--- config.mk ---
export PLATFORM = sky130hd
export DESIGN_NAME = dcache_top
export DESIGN_NICKNAME = d
export VERILOG_FILES = /design/src/dcache_pkg.sv /design/src/array_ctrl_if.sv /design/src/dcache_req_if.sv /design/src/dcache_data.sv /design/src/dcache_fsm.sv /design/src/dcache_lru.sv /design/src/dcache_req_buf.sv /design/src/dcache_tagv.sv /design/src/dcache_top.sv
export SDC_FILE = /design/constraint.sdc
export NUM_CORES = 2
export LEC_CHECK = 0
export BUFFER_PORTS_ARGS = -buffer_cell sky130_fd_sc_hd__buf_2
export CAP_MARGIN = 10
export CELL_PAD_IN_SITES_DETAIL_PLACEMENT = 0
export CELL_PAD_IN_SITES_GLOBAL_PLACEMENT = 1
export CORE_MARGIN = 2
export CORE_UTILIZATION = 25
export DETAILED_ROUTE_END_ITERATION = 8
export GPL_TIMING_DRIVEN = 0
export HOLD_SLACK_MARGIN = 0.05
export MAX_ROUTING_LAYER = met4
export PLACE_DENSITY = 0.53
export REMOVE_ABC_BUFFERS = 1
export SYNTH_ARGS = -nofsm -noshare
export SYNTH_HDL_FRONTEND = slang
export SYNTH_SLANG_ARGS = --single-unit
export TNS_END_PERCENT = 20
--- constraint.sdc ---
create_clock -name clk -period 7.6 [get_ports clk]
set_input_delay 0.76 -clock clk [delete_from_list [all_inputs] [get_ports clk]]
set_output_delay 0.76 -clock clk [all_outputs]
set_load 0.005 [all_outputs]
--- src/dcache_pkg.sv ---
`default_nettype none

package dcache_pkg;

    ////////////////////////////////////////
    // cache geometry
    ////////////////////////////////////////
    localparam int INDEX_WIDTH  = 4;
    localparam int OFFSET_WIDTH = 2;
    localparam int TAG_WIDTH    = 32 - INDEX_WIDTH - OFFSET_WIDTH;
    localparam int SETS         = 1 << INDEX_WIDTH;

    ////////////////////////////////////////
    // control encodings
    ////////////////////////////////////////
    typedef enum logic [2:0] {
        IDLE,
        LOOKUP,      // tag compare of the buffered request
        MISS_WAIT,   // read outstanding on memory
        REFILL,
        WRITE_WAIT,
        OPERATION,
        FLUSH
    } fsm_state_t;

    // maintenance ops
    typedef enum logic [1:0] {
        OP_INDEX_INIT,
        OP_INDEX_INV,
        OP_HIT_INV
    } cache_op_t;

endpackage

`default_nettype wire

--- src/array_ctrl_if.sv ---
`timescale 1ns/100ps
`default_nettype none

interface array_ctrl_if;

    logic [1:0] data_we;    // one bit per way
    logic       refill;     // memory word, full strobe
    logic [1:0] tag_we;
    logic [1:0] inv_way;
    logic [1:0] init_way;
    logic [1:0] use_way;    // lru update

    logic [1:0] hit;
    logic       victim;

    modport ctrl (
        output data_we, refill, tag_we, inv_way, init_way, use_way,
        input  hit, victim
    );

    modport array (
        input  data_we, refill, tag_we, inv_way, init_way, use_way,
        output hit, victim
    );

endinterface

`default_nettype wire

--- src/dcache_req_if.sv ---
`timescale 1ns/100ps
`default_nettype none

// buffered pipeline request, held stable through lookup and waits
interface dcache_req_if;

    logic [31:0]           addr;
    logic [31:0]           wdata;
    logic [3:0]            wstrb;
    logic                  is_write;
    logic                  uncached;    // strongly ordered access
    logic                  is_op;
    dcache_pkg::cache_op_t op;

    modport producer (
        output addr, wdata, wstrb, is_write, uncached, is_op, op
    );

    modport consumer (
        input addr, wdata, wstrb, is_write, uncached, is_op, op
    );

endinterface

`default_nettype wire

--- src/dcache_data.sv ---
`timescale 1ns/100ps
`default_nettype none

module dcache_data (
    input  logic        clk,
    input  logic [31:0] lookup_addr,
    input  logic        lookup_en,
    input  logic [31:0] mem_rdata,
    dcache_req_if.consumer req,
    array_ctrl_if.array    ctl,
    output logic [31:0] rdata_way0,
    output logic [31:0] rdata_way1
);

    logic [31:0]                        data_mem [0:1][0:dcache_pkg::SETS-1];
    logic [dcache_pkg::INDEX_WIDTH-1:0] rd_idx;
    logic [dcache_pkg::INDEX_WIDTH-1:0] wr_idx;
    logic [31:0]                        wr_data;
    logic [3:0]                         wr_strb;

    assign wr_idx  = req.addr[dcache_pkg::OFFSET_WIDTH +: dcache_pkg::INDEX_WIDTH];
    assign wr_data = ctl.refill ? mem_rdata : req.wdata;
    assign wr_strb = ctl.refill ? 4'hf : req.wstrb;

    always_ff @(posedge clk) begin
        if (lookup_en) begin
            rd_idx <= lookup_addr[dcache_pkg::OFFSET_WIDTH +: dcache_pkg::INDEX_WIDTH];
        end
    end

    always_ff @(posedge clk) begin
        for (int w = 0; w < 2; w++) begin
            for (int b = 0; b < 4; b++) begin
                if (ctl.data_we[w] && wr_strb[b]) begin
                    data_mem[w][wr_idx][8*b +: 8] <= wr_data[8*b +: 8];
                end
            end
        end
    end

    assign rdata_way0 = data_mem[0][rd_idx];
    assign rdata_way1 = data_mem[1][rd_idx];

endmodule

`default_nettype wire

--- src/dcache_fsm.sv ---
`timescale 1ns/100ps
`default_nettype none

module dcache_fsm (
    input  logic        clk,
    input  logic        rstn,
    input  logic        valid,
    input  logic        op_valid,
    input  logic        flush,
    output logic        ready,
    output logic        op_done,
    output logic        rdata_valid,
    output logic [1:0]  rdata_sel,     // [1] memory, [0] way
    output logic        mem_req,
    output logic        mem_wr,
    input  logic        mem_addr_ok,
    input  logic        mem_data_ok,
    output logic [31:0] hit_count,
    output logic [31:0] miss_count,
    dcache_req_if.consumer req,
    array_ctrl_if.ctrl     ctl
);

    dcache_pkg::fsm_state_t state_q;
    dcache_pkg::fsm_state_t state_d;
    dcache_pkg::fsm_state_t accept_state;
    logic [1:0] hit_way;
    logic [1:0] victim_way;
    logic [1:0] addr_way;
    logic       cached_hit;
    logic       hit_inc;
    logic       miss_inc;

    // at most one way should hit, way 0 wins
    assign hit_way    = ctl.hit[0] ? 2'b01 : (ctl.hit[1] ? 2'b10 : 2'b00);
    assign victim_way = ctl.victim ? 2'b10 : 2'b01;
    assign addr_way   = req.addr[0] ? 2'b10 : 2'b01;
    assign cached_hit = (|ctl.hit) && !req.uncached;

    // where to go when ready meets a request
    assign accept_state = op_valid ? dcache_pkg::OPERATION :
                          (valid ? dcache_pkg::LOOKUP : dcache_pkg::IDLE);

    assign op_done = (state_q == dcache_pkg::OPERATION);

    always_ff @(posedge clk) begin
        if (!rstn) begin
            state_q <= dcache_pkg::IDLE;
        end else begin
            state_q <= state_d;
        end
    end

    always_comb begin
        state_d      = state_q;
        ready        = 1'b0;
        rdata_valid  = 1'b0;
        rdata_sel    = 2'b00;
        mem_req      = 1'b0;
        mem_wr       = 1'b0;
        hit_inc      = 1'b0;
        miss_inc     = 1'b0;
        ctl.data_we  = 2'b00;
        ctl.refill   = 1'b0;
        ctl.tag_we   = 2'b00;
        ctl.inv_way  = 2'b00;
        ctl.init_way = 2'b00;
        ctl.use_way  = 2'b00;
        case (state_q)
            dcache_pkg::IDLE: begin
                ready   = 1'b1;
                state_d = accept_state;
            end
            dcache_pkg::LOOKUP: begin
                if (flush) begin
                    state_d = dcache_pkg::FLUSH;    // drop the access
                end else begin
                    hit_inc  = cached_hit;
                    miss_inc = !cached_hit;
                    if (req.uncached) ctl.inv_way = hit_way;
                    if (req.is_write) begin
                        mem_req = 1'b1;
                        mem_wr  = 1'b1;
                        if (cached_hit) begin
                            ctl.data_we = hit_way;
                            ctl.use_way = hit_way;
                        end
                        if (mem_addr_ok) begin
                            ready   = 1'b1;
                            state_d = accept_state;
                        end else begin
                            state_d = dcache_pkg::WRITE_WAIT;
                        end
                    end else if (cached_hit) begin
                        rdata_valid = 1'b1;
                        rdata_sel   = {1'b0, hit_way[1]};
                        ctl.use_way = hit_way;
                        ready       = 1'b1;
                        state_d     = accept_state;
                    end else begin
                        mem_req = 1'b1;
                        state_d = mem_data_ok ? dcache_pkg::REFILL : dcache_pkg::MISS_WAIT;
                    end
                end
            end
            dcache_pkg::MISS_WAIT: begin
                mem_req = 1'b1;
                if (mem_data_ok) state_d = dcache_pkg::REFILL;
            end
            dcache_pkg::REFILL: begin
                rdata_valid = 1'b1;
                rdata_sel   = 2'b10;
                ready       = 1'b1;
                if (!req.uncached) begin
                    ctl.refill  = 1'b1;
                    ctl.data_we = victim_way;
                    ctl.tag_we  = victim_way;
                    ctl.use_way = victim_way;
                end
                state_d = accept_state;
            end
            dcache_pkg::WRITE_WAIT: begin
                mem_req = 1'b1;
                mem_wr  = 1'b1;
                if (mem_addr_ok) begin
                    ready   = 1'b1;
                    state_d = accept_state;
                end
            end
            dcache_pkg::OPERATION: begin
                ready = !flush;
                if (!flush && req.is_op) begin
                    case (req.op)
                        dcache_pkg::OP_INDEX_INIT: ctl.init_way = addr_way;
                        dcache_pkg::OP_INDEX_INV:  ctl.inv_way  = addr_way;
                        dcache_pkg::OP_HIT_INV:    ctl.inv_way  = hit_way;
                        default: ;
                    endcase
                end
                state_d = flush ? dcache_pkg::FLUSH : accept_state;
            end
            dcache_pkg::FLUSH: begin
                ready   = !flush;   // hold off until flush drops
                state_d = flush ? dcache_pkg::FLUSH : accept_state;
            end
            default: state_d = dcache_pkg::IDLE;
        endcase
    end

    ////////////////////////////////////////
    // hit / miss counters
    ////////////////////////////////////////
    always_ff @(posedge clk) begin
        if (!rstn) begin
            hit_count  <= '0;
            miss_count <= '0;
        end else begin
            if (hit_inc) hit_count <= hit_count + 32'd1;
            if (miss_inc) miss_count <= miss_count + 32'd1;
        end
    end

endmodule

`default_nettype wire

--- src/dcache_lru.sv ---
`timescale 1ns/100ps
`default_nettype none

module dcache_lru (
    input  logic clk,
    input  logic rstn,
    dcache_req_if.consumer req,
    array_ctrl_if.array    ctl
);

    logic [dcache_pkg::SETS-1:0]        lru_q;  // 1 = way 1 is least recent
    logic [dcache_pkg::INDEX_WIDTH-1:0] idx;

    assign idx = req.addr[dcache_pkg::OFFSET_WIDTH +: dcache_pkg::INDEX_WIDTH];

    always_ff @(posedge clk) begin
        if (!rstn) begin
            lru_q <= '0;
        end else if (ctl.use_way[0]) begin
            lru_q[idx] <= 1'b1;
        end else if (ctl.use_way[1]) begin
            lru_q[idx] <= 1'b0;
        end
    end

    assign ctl.victim = lru_q[idx];

endmodule

`default_nettype wire

--- src/dcache_req_buf.sv ---
`timescale 1ns/100ps
`default_nettype none

module dcache_req_buf (
    input  logic                  clk,
    input  logic                  rstn,
    input  logic                  valid,
    input  logic                  op_valid,
    input  logic                  accept,
    input  logic [31:0]           addr,
    input  logic [31:0]           wdata,
    input  logic [3:0]            wstrb,
    input  logic                  is_write,
    input  logic                  uncached,
    input  dcache_pkg::cache_op_t op,
    dcache_req_if.producer        req
);

    logic load;

    assign load = accept && (valid || op_valid);

    // payload fields
    always_ff @(posedge clk) begin
        if (load) begin
            req.addr  <= addr;
            req.wdata <= wdata;
            req.wstrb <= wstrb;
            req.op    <= op;
        end
    end

    always_ff @(posedge clk) begin
        if (!rstn) begin
            req.is_write <= 1'b0;
            req.uncached <= 1'b0;
            req.is_op    <= 1'b0;
        end else if (load) begin
            req.is_write <= is_write && !op_valid;  // op wins over access
            req.uncached <= uncached;
            req.is_op    <= op_valid;
        end
    end

endmodule

`default_nettype wire

--- src/dcache_tagv.sv ---
`timescale 1ns/100ps
`default_nettype none

module dcache_tagv (
    input  logic        clk,
    input  logic        rstn,
    input  logic [31:0] lookup_addr,
    input  logic        lookup_en,
    dcache_req_if.consumer req,
    array_ctrl_if.array    ctl
);

    logic [dcache_pkg::TAG_WIDTH-1:0]   tag_mem [0:1][0:dcache_pkg::SETS-1];
    logic [dcache_pkg::SETS-1:0]        valid_q [0:1];
    logic [dcache_pkg::INDEX_WIDTH-1:0] rd_idx;
    logic [dcache_pkg::INDEX_WIDTH-1:0] wr_idx;
    logic [dcache_pkg::TAG_WIDTH-1:0]   req_tag;

    assign wr_idx  = req.addr[dcache_pkg::OFFSET_WIDTH +: dcache_pkg::INDEX_WIDTH];
    assign req_tag = req.addr[31 -: dcache_pkg::TAG_WIDTH];

    // index taken on the accepting edge
    always_ff @(posedge clk) begin
        if (lookup_en) begin
            rd_idx <= lookup_addr[dcache_pkg::OFFSET_WIDTH +: dcache_pkg::INDEX_WIDTH];
        end
    end

    always_ff @(posedge clk) begin
        if (!rstn) begin
            valid_q[0] <= '0;
            valid_q[1] <= '0;
        end else begin
            for (int w = 0; w < 2; w++) begin
                if (ctl.tag_we[w]) begin
                    valid_q[w][wr_idx] <= 1'b1;
                end else if (ctl.inv_way[w] || ctl.init_way[w]) begin
                    valid_q[w][wr_idx] <= 1'b0;
                end
            end
        end
    end

    always_ff @(posedge clk) begin
        for (int w = 0; w < 2; w++) begin
            if (ctl.tag_we[w]) begin
                tag_mem[w][wr_idx] <= req_tag;
            end else if (ctl.init_way[w]) begin
                tag_mem[w][wr_idx] <= '0;   // index init wipes the tag too
            end
        end
    end

    ////////////////////////////////////////
    // hit compare against buffered address
    ////////////////////////////////////////
    always_comb begin
        for (int w = 0; w < 2; w++) begin
            ctl.hit[w] = valid_q[w][rd_idx] && (tag_mem[w][rd_idx] == req_tag);
        end
    end

endmodule

`default_nettype wire

--- src/dcache_top.sv ---
`timescale 1ns/100ps
`default_nettype none

module dcache_top (
    input  logic                  clk,
    input  logic                  rstn,
    // pipeline side
    input  logic                  valid,
    input  logic                  op_valid,
    input  logic                  flush,
    output logic                  ready,
    output logic                  op_done,
    input  logic [31:0]           addr,
    input  logic [31:0]           wdata,
    input  logic [3:0]            wstrb,
    input  logic                  is_write,
    input  logic                  uncached,
    input  dcache_pkg::cache_op_t op,
    output logic                  rdata_valid,
    output logic [31:0]           rdata,
    // memory side
    output logic                  mem_req,
    output logic                  mem_wr,
    output logic [31:0]           mem_addr,
    output logic [31:0]           mem_wdata,
    output logic [3:0]            mem_wstrb,
    input  logic [31:0]           mem_rdata,
    input  logic                  mem_addr_ok,
    input  logic                  mem_data_ok,
    output logic [31:0]           hit_count,
    output logic [31:0]           miss_count
);

    dcache_req_if req_bus ();
    array_ctrl_if arr_bus ();

    logic [31:0] rdata_way0;
    logic [31:0] rdata_way1;
    logic [31:0] ret_data;
    logic [1:0]  rdata_sel;

    dcache_req_buf u_req_buf (
        .clk(clk), .rstn(rstn), .valid(valid), .op_valid(op_valid), .accept(ready),
        .addr(addr), .wdata(wdata), .wstrb(wstrb), .is_write(is_write),
        .uncached(uncached), .op(op), .req(req_bus.producer)
    );

    dcache_tagv u_tagv (
        .clk(clk), .rstn(rstn), .lookup_addr(addr), .lookup_en(ready),
        .req(req_bus.consumer), .ctl(arr_bus.array)
    );

    dcache_data u_data (
        .clk(clk), .lookup_addr(addr), .lookup_en(ready), .mem_rdata(ret_data),
        .req(req_bus.consumer), .ctl(arr_bus.array),
        .rdata_way0(rdata_way0), .rdata_way1(rdata_way1)
    );

    dcache_lru u_lru (
        .clk(clk), .rstn(rstn), .req(req_bus.consumer), .ctl(arr_bus.array)
    );

    dcache_fsm u_fsm (
        .clk(clk), .rstn(rstn), .valid(valid), .op_valid(op_valid), .flush(flush),
        .ready(ready), .op_done(op_done), .rdata_valid(rdata_valid),
        .rdata_sel(rdata_sel), .mem_req(mem_req), .mem_wr(mem_wr),
        .mem_addr_ok(mem_addr_ok), .mem_data_ok(mem_data_ok),
        .hit_count(hit_count), .miss_count(miss_count),
        .req(req_bus.consumer), .ctl(arr_bus.ctrl)
    );

    // read return word, used by refill and the REFILL cycle output
    always_ff @(posedge clk) begin
        if (mem_req && !mem_wr && mem_data_ok) begin
            ret_data <= mem_rdata;
        end
    end

    assign rdata = rdata_sel[1] ? ret_data : (rdata_sel[0] ? rdata_way1 : rdata_way0);

    assign mem_addr  = req_bus.addr;
    assign mem_wdata = req_bus.wdata;
    assign mem_wstrb = req_bus.wstrb;

endmodule

`default_nettype wire

# --- Word-level counts from Yosys, hierarchy flattened ---
# Memory sizes are Yosys's and may differ from the RTL's.
# Index checks and enable logic that the tools add are counted.
word_totals:
  register_bits: 192
  mem_bits_rw: 1888
  out_inout_bits: 169
  wordCells: 8150
  mem_count: 3
classes:
  addsub: 2
  order_cmp: 6
  n_eq_ne: 12
  muxes: 4105
  bitwise: 3973
  reduce_logical: 36
memory_table:
  columns: ["name", "words", "word_bits", "rd", "rd_ports_with_merged_regs", "wr", "line", "rtl"]
  rows:
  - ["u_data.data_mem", 2, 512, 2, 0, 1, "dcache_data.sv:15", "logic [31:0] data_mem [0:1][0:dcache_pkg::SETS-1];"]
  - ["u_tagv.tag_mem", 2, 416, 2, 0, 1, "dcache_tagv.sv:13", "logic [dcache_pkg::TAG_WIDTH-1:0] tag_mem [0:1][0:dcache_pkg::SETS-1];"]
  - ["u_tagv.valid_q", 2, 16, 2, 0, 2, "dcache_tagv.sv:14", "logic [dcache_pkg::SETS-1:0] valid_q [0:1];"]
ops:
  columns: ["op", "count"]
  rows:
  - ["$mux 512", 10]
  - ["$mux 1", 4017]
  - ["$or 1x1->1", 3968]
  - ["$mux 416", 6]
  - ["$demux 32 s4", 4]
  - ["$reduce_or 512->1", 1]
  - ["$reduce_or 416->1", 1]
  - ["$bmux 32 s4", 2]
  - ["$mux 32", 8]
  - ["$bmux 26 s4", 2]
  - ["$mux 26", 5]
  - ["$mux 16", 7]
  - ["$demux 26 s4", 1]
  - ["$add 32x1->32 const B", 2]
  - ["$eq 26x26->1", 2]
  - ["$mux 2", 18]
  - ["$mux 24", 1]
  - ["$mux 3", 8]
  - ["$pmux 2 s2", 5]
  - ["$logic_and 1x1->1", 18]
  - ["$and 16x16->16", 1]
  - ["$not 16->16", 1]
  - ["$or 16x16->16", 1]
  - ["$pmux 3 s5", 1]
  - ["24 further kinds", 44]

# --- Depth between registers and ports, before layout ---
depth:
  ltp_word: 20
  ltp_mapped: 18

# --- Worst setup path after synthesis ---
# No wires, ideal clock.
synth_timing:
  path_type: "register to register"
  from: "reg, netlist name u_data.rd_idx[2]"
  to: "reg u_req_buf.req.addr[0], enable pin"
  setup_ps: 498
  t_arrival_ps: 5988
  required_time_ps: 7102
  slack_ps: 1113
  stages_incl_launch_ff: 14
  synth_period_minus_slack_ps: 6487
  path_cell_list: "edfxtp_1 > buf_6 > buf_6 > buf_2 > mux4_2 > mux2i_1 > mux2i_1 > xor2_1 > or4_1 > nand4b_1 > or3_1 > o211a_1 > o21a_1 > nor2_1"
synth_rtl:
  columns: ["item", "line", "rtl"]
  rows:
  - ["end, declared", "dcache_req_if.sv:16", "output addr, wdata, wstrb, is_write, uncached, is_op, op"]

# --- Final worst setup path ---
layout_timing:
  from: "reg u_data.rd_idx[2] (netlist name)"
  to: "out rdata[16]"
layout_between:
  elab_chain_cells: 14
layout_lines:
  columns: ["item", "line", "rtl"]
  rows:
  - ["start, declared", "dcache_data.sv:16", "logic [dcache_pkg::INDEX_WIDTH-1:0] rd_idx;"]
  - ["start signal, assigned", "dcache_data.sv:27", "rd_idx <= lookup_addr[dcache_pkg::OFFSET_WIDTH +: dcache_pkg::INDEX_WIDTH];"]
  - ["$not 4->5 (not written as such)", "dcache_data.sv:41, dcache_data.sv:42", null]
  - ["$bmux 26 s4", null, null]
  - ["$mux 26 (2 in a row)", null, null]
  - ["$eq 26x26->1", null, null]
  - ["$logic_and 1x1->1", null, null]
  - ["$mux 2 or $reduce_or 2->1 (tied branches)", null, null]
  - ["$mux 2 or $logic_and 1x1->1 (tied branches)", null, null]
  - ["$mux 1", null, null]
  - ["$mux 2 (2 in a row)", null, null]
  - ["$pmux 2 s2", null, null]
  - ["$mux 32 * (2 in a row)", "dcache_top.sv:79", "assign rdata = rdata_sel[1] ? ret_data : (rdata_sel[0] ? rdata_way1 : rdata_way0);"]
  - ["end, declared", "dcache_top.sv:20", "output logic [31:0] rdata,"]
# Mark *: on every way between the ends. The rest lies on a longest branch, timed or not. The select of a mux whose other input is x is not followed.

==> metrics.cfg <==
[detailed_routing]
vias = 54600
ant_nets = 0
vias_per_cell = 4.80
drt_iter0_drc = 5297
drc = 0
drtPass1Iterations = 5
drt-total-wl_microns = 291000
wire_per_inst_microns = 25.6

[layout]
fin_nets = 6685
stdcell_area_sq_um = 108000
syn2layout_area_growth_pct = 23.6
drive_gt1_frac = 0.243
utilization = 0.310

[worst_setup_path]
reg2regPathDepth = 19
cp-startpoint = u_data.rd_idx[2]$_DFFE_PP_
crit_type = flip-flop to output pin
crit_end = rdata[16]
critical_path.cell_chain = buf_16 > buf_16 > buf_16 > buf_16 > buf_16 > buf_16 > buf_16 > buf_16 > buf_16 > mux4_2 > mux2i_1 > mux2i_1 > xor2_1 > nor4_1 > nand4_1 > nor2_4 > nor4_4 > buf_4 > buf_6 > mux2i_1 > a21oi_1 > buf_2
required_ns = 6.84
worstReg2RegStart = u_data.rd_idx[2]$_DFFE_PP_
arrival_ns = 6.61
r2r_end = u_data.data_mem[0][491]$_DFFE_PP_
start_kind = flip-flop
cp_max_fo = 14
reg2reg_slack_ns = 1.05
end_kind = output pin
path_common_cell = buf_16
slowest_delay_ns = 0.53
critPathSlowestCell = mux2i_1

[floorplanning]
dieArea_sq_um = 355000
start_util = 0.251
core_area_sq_um = 349000
die_width_microns = 596
top_level_ports = 280
die_h_microns = 596
rows = 217

[logic_synthesis]
ys_ff_latch = 2080
syn_inst = 6127
ys_async_sr_fraction = 0
synth.distinct_cells = 87
synth-edff-count = 1562
syn_area_per_cell_sq_um = 14.3
yosysSeqAreaShare = 0.653
ys_warn_count = 0
ys.flop_type = edfxtp_1
netlist_area_sq_um = 87700

[timing]
rsz0062_at_grt = true
slew_violations = 0
fin_crit_sh = 0.970
finalCriticalPeriod_ns = 7.37
setup_viol = 0
skew_ns = 0.0867
worstMarginPinSlew_ns = 1.25
hold_viol = 0
hold_ws_ns = 0.141
max_slew_margin = 0.164
max_freq_mhz = 136

[placement]
gp_congestion = 0.762
dp_hpwl_microns = 193000
io_buffers = 279
placed_cell_area_sq_um = 99400

[grt]
grt_overflow = 0
grt_max_degree = 74
grt_pass1_wl_microns = 413000
track_usage = 0.164
antenna_found_initial = 16
grt_pass1_vias = 54900

[clock_network]
clock_latency_ns = 0.97
cts_tree = yes
htreeDepth = 4
clkTransAtPathRegs_ns = 0.06
cts_sinks = 2080
cts_buffer_depth = 4
clockRootBuffer = clkbuf_16
numCtsBuffers = 236

[status]
status = finished clean

[power_and_ir_drop]
p_leak_uw = 0.0376
ir_drop_mv = 0.249
pwr_density_cell_nw_per_um2 = 344

[job]
timing.max_cap.violations = 0

[worst_hold_path]
hp-class = input port to flip-flop

stage by stage:
stage / worst slack [ns] / total power, uW / setup TNS, ns / instances
5_1_grt: -0.0148 / 38800 / -0.0205 / 11400
3_5_place_dp: -0.132 / 26300 / -12.62 / 10800
3_3_place_gp: -32.31 / 23600 / - / 10500
4_1_cts: 0.00614 / 37600 / 0 / 11300
2_1_floorplan: -13.61 / 21300 / - / 5627
6_report: 0.232 / 37300 / 0 / 11400
cell usage in the layout (no fill, tap or decap), types with 38 or more instances in the layout:
| cell | count |
|---|---|
| mux4_2 | 508 |
| mux2i_1 | 202 |
| nor2_4 | 57 |
| nand2b_1 | 51 |
| buf_16 | 166 |
| dfxtp_1 | 518 |
| nor2b_1 | 108 |
| a21oi_1 | 539 |
| nand2_1 | 994 |
| clkbuf_1 | 60 |
| edfxtp_1 | 1562 |
| buf_12 | 58 |
| buf_2 | 316 |
| clkinv_1 | 46 |
| clkinv_2 | 38 |
| nor2_1 | 148 |
| dlygate4sd3_1 | 102 |
| and2_1 | 293 |
| nor3_1 | 76 |
| o21ai_0 | 39 |
| clkbuf_16 | 239 |
worst min path at each step:
stage / from / to / slack (ns) / cells past startpoint
after floorplan: u_tagv.tag_mem[1][119]$_SDFFE_PP0P_ / u_tagv.tag_mem[1][119]$_SDFFE_PP0P_ / 0.43 / 2
after global placement: u_tagv.tag_mem[1][107]$_SDFFE_PP0P_ / u_tagv.tag_mem[1][107]$_SDFFE_PP0P_ / 0.44 / 2
after detailed placement: u_tagv.tag_mem[1][205]$_SDFFE_PP0P_ / u_tagv.tag_mem[1][205]$_SDFFE_PP0P_ / 0.45 / 2
after CTS: is_write / u_req_buf.req.is_write$_SDFFE_PN0P_ / 0.07 / 2
after global routing: is_write / u_req_buf.req.is_write$_SDFFE_PN0P_ / 0.11 / 2
final: is_write / u_req_buf.req.is_write$_SDFFE_PN0P_ / 0.14 / 2
kinds of logic after synthesis:
logic type	share of synthesized area
AO/OA/AOI/OAI	0.0523
XOR/XNOR	0.00650
adder cells (fa/ha/maj)	0.000714
buffers and inverters	0.0257
flip-flops	0.653
multiplexers	0.158
AND/OR/NAND/NOR	0.104
timing repair:
action | 4_1_cts | 5_1_grt
pin swaps | 1 | 1
gates resized for setup | 16 | 15
hold endpoints to repair | 106 | 0
hold buffers | 102 | 0
endpoints found under the setup margin | 428 | 22
setup buffers | 5 | 2
gates cloned | 0 | 0
final cells by class:
type	instances	area, sq um
multi-input combinational	3530	28900
tap	4599	5750
sequential	2080	57300
inverter	17	77.6
fill	34300	241000
antenna	7	17.5
timing repair buffer	704	9000
clock buffer	312	6380
clock inverter	112	922
synthesized netlist by cell type (15+ instances only):
library cell | number | area share
a21oi_1 | 543 | 0.031
a22oi_1 | 17 | 0.0015
and2_1 | 293 | 0.021
and3_1 | 18 | 0.0013
buf_1 | 66 | 0.0028
buf_2 | 34 | 0.0019
buf_4 | 30 | 0.0026
buf_6 | 15 | 0.0019
clkbuf_1 | 352 | 0.015
dfxtp_1 | 518 | 0.12
edfxtp_1 | 1562 | 0.54
inv_1 | 15 | 0.00064
mux2_2 | 16 | 0.0021
mux2i_1 | 217 | 0.025
mux4_2 | 508 | 0.13
nand2_1 | 1031 | 0.044
nand2b_1 | 51 | 0.0036
nand3_1 | 40 | 0.0023
nand4_1 | 24 | 0.0017
nor2_1 | 206 | 0.0088
nor2b_1 | 108 | 0.0077
nor3_1 | 83 | 0.0047
nor4_1 | 17 | 0.0012
o21ai_0 | 39 | 0.0022
o221a_2 | 32 | 0.0041
o311ai_0 | 28 | 0.0028
o41ai_1 | 27 | 0.0027
xnor2_1 | 36 | 0.0036
xor2_1 | 29 | 0.0029
metal layers:
metal,wire (microns),track usage,up-vias
met5,0,-,-
met4,7620,0.0433,0
met3,17100,0.0235,365
met2,137000,0.262,1883
met1,128000,0.220,28400
li1,-,-,23900
critical path: cells and delay by family (launching register included):
kind / cells / cell delay (ns)
muxes: 4 / 1.70
and+or+nand+nor: 4 / 0.98
AOI/OAI and AO/OA: 1 / 0.19
DFF: 1 / 0.45
xor gates and xnor gates: 1 / 0.20
buffers and inverters: 12 / 2.04
where the power goes:
part	switching, uW	internal, uW
sequential	519	13600
combinational	6660	5480
clock	4780	6270
total	12000	25300
flip-flops by register name, summed over array words and instances (netlist names), named ones only:
name	flops
ret_data	32
u_data.data_mem	1024
u_data.rd_idx	4
u_fsm.hit_count	32
u_fsm.miss_count	32
u_fsm.state_q	3
u_req_buf.req.addr	32
u_req_buf.req.is_op	1
u_req_buf.req.is_write	1
u_req_buf.req.op	2
u_req_buf.req.uncached	1
u_req_buf.req.wdata	32
u_req_buf.req.wstrb	4
u_tagv.tag_mem	832
u_tagv.valid_q	32
Note: power is estimated with default switching activity, not from simulation.
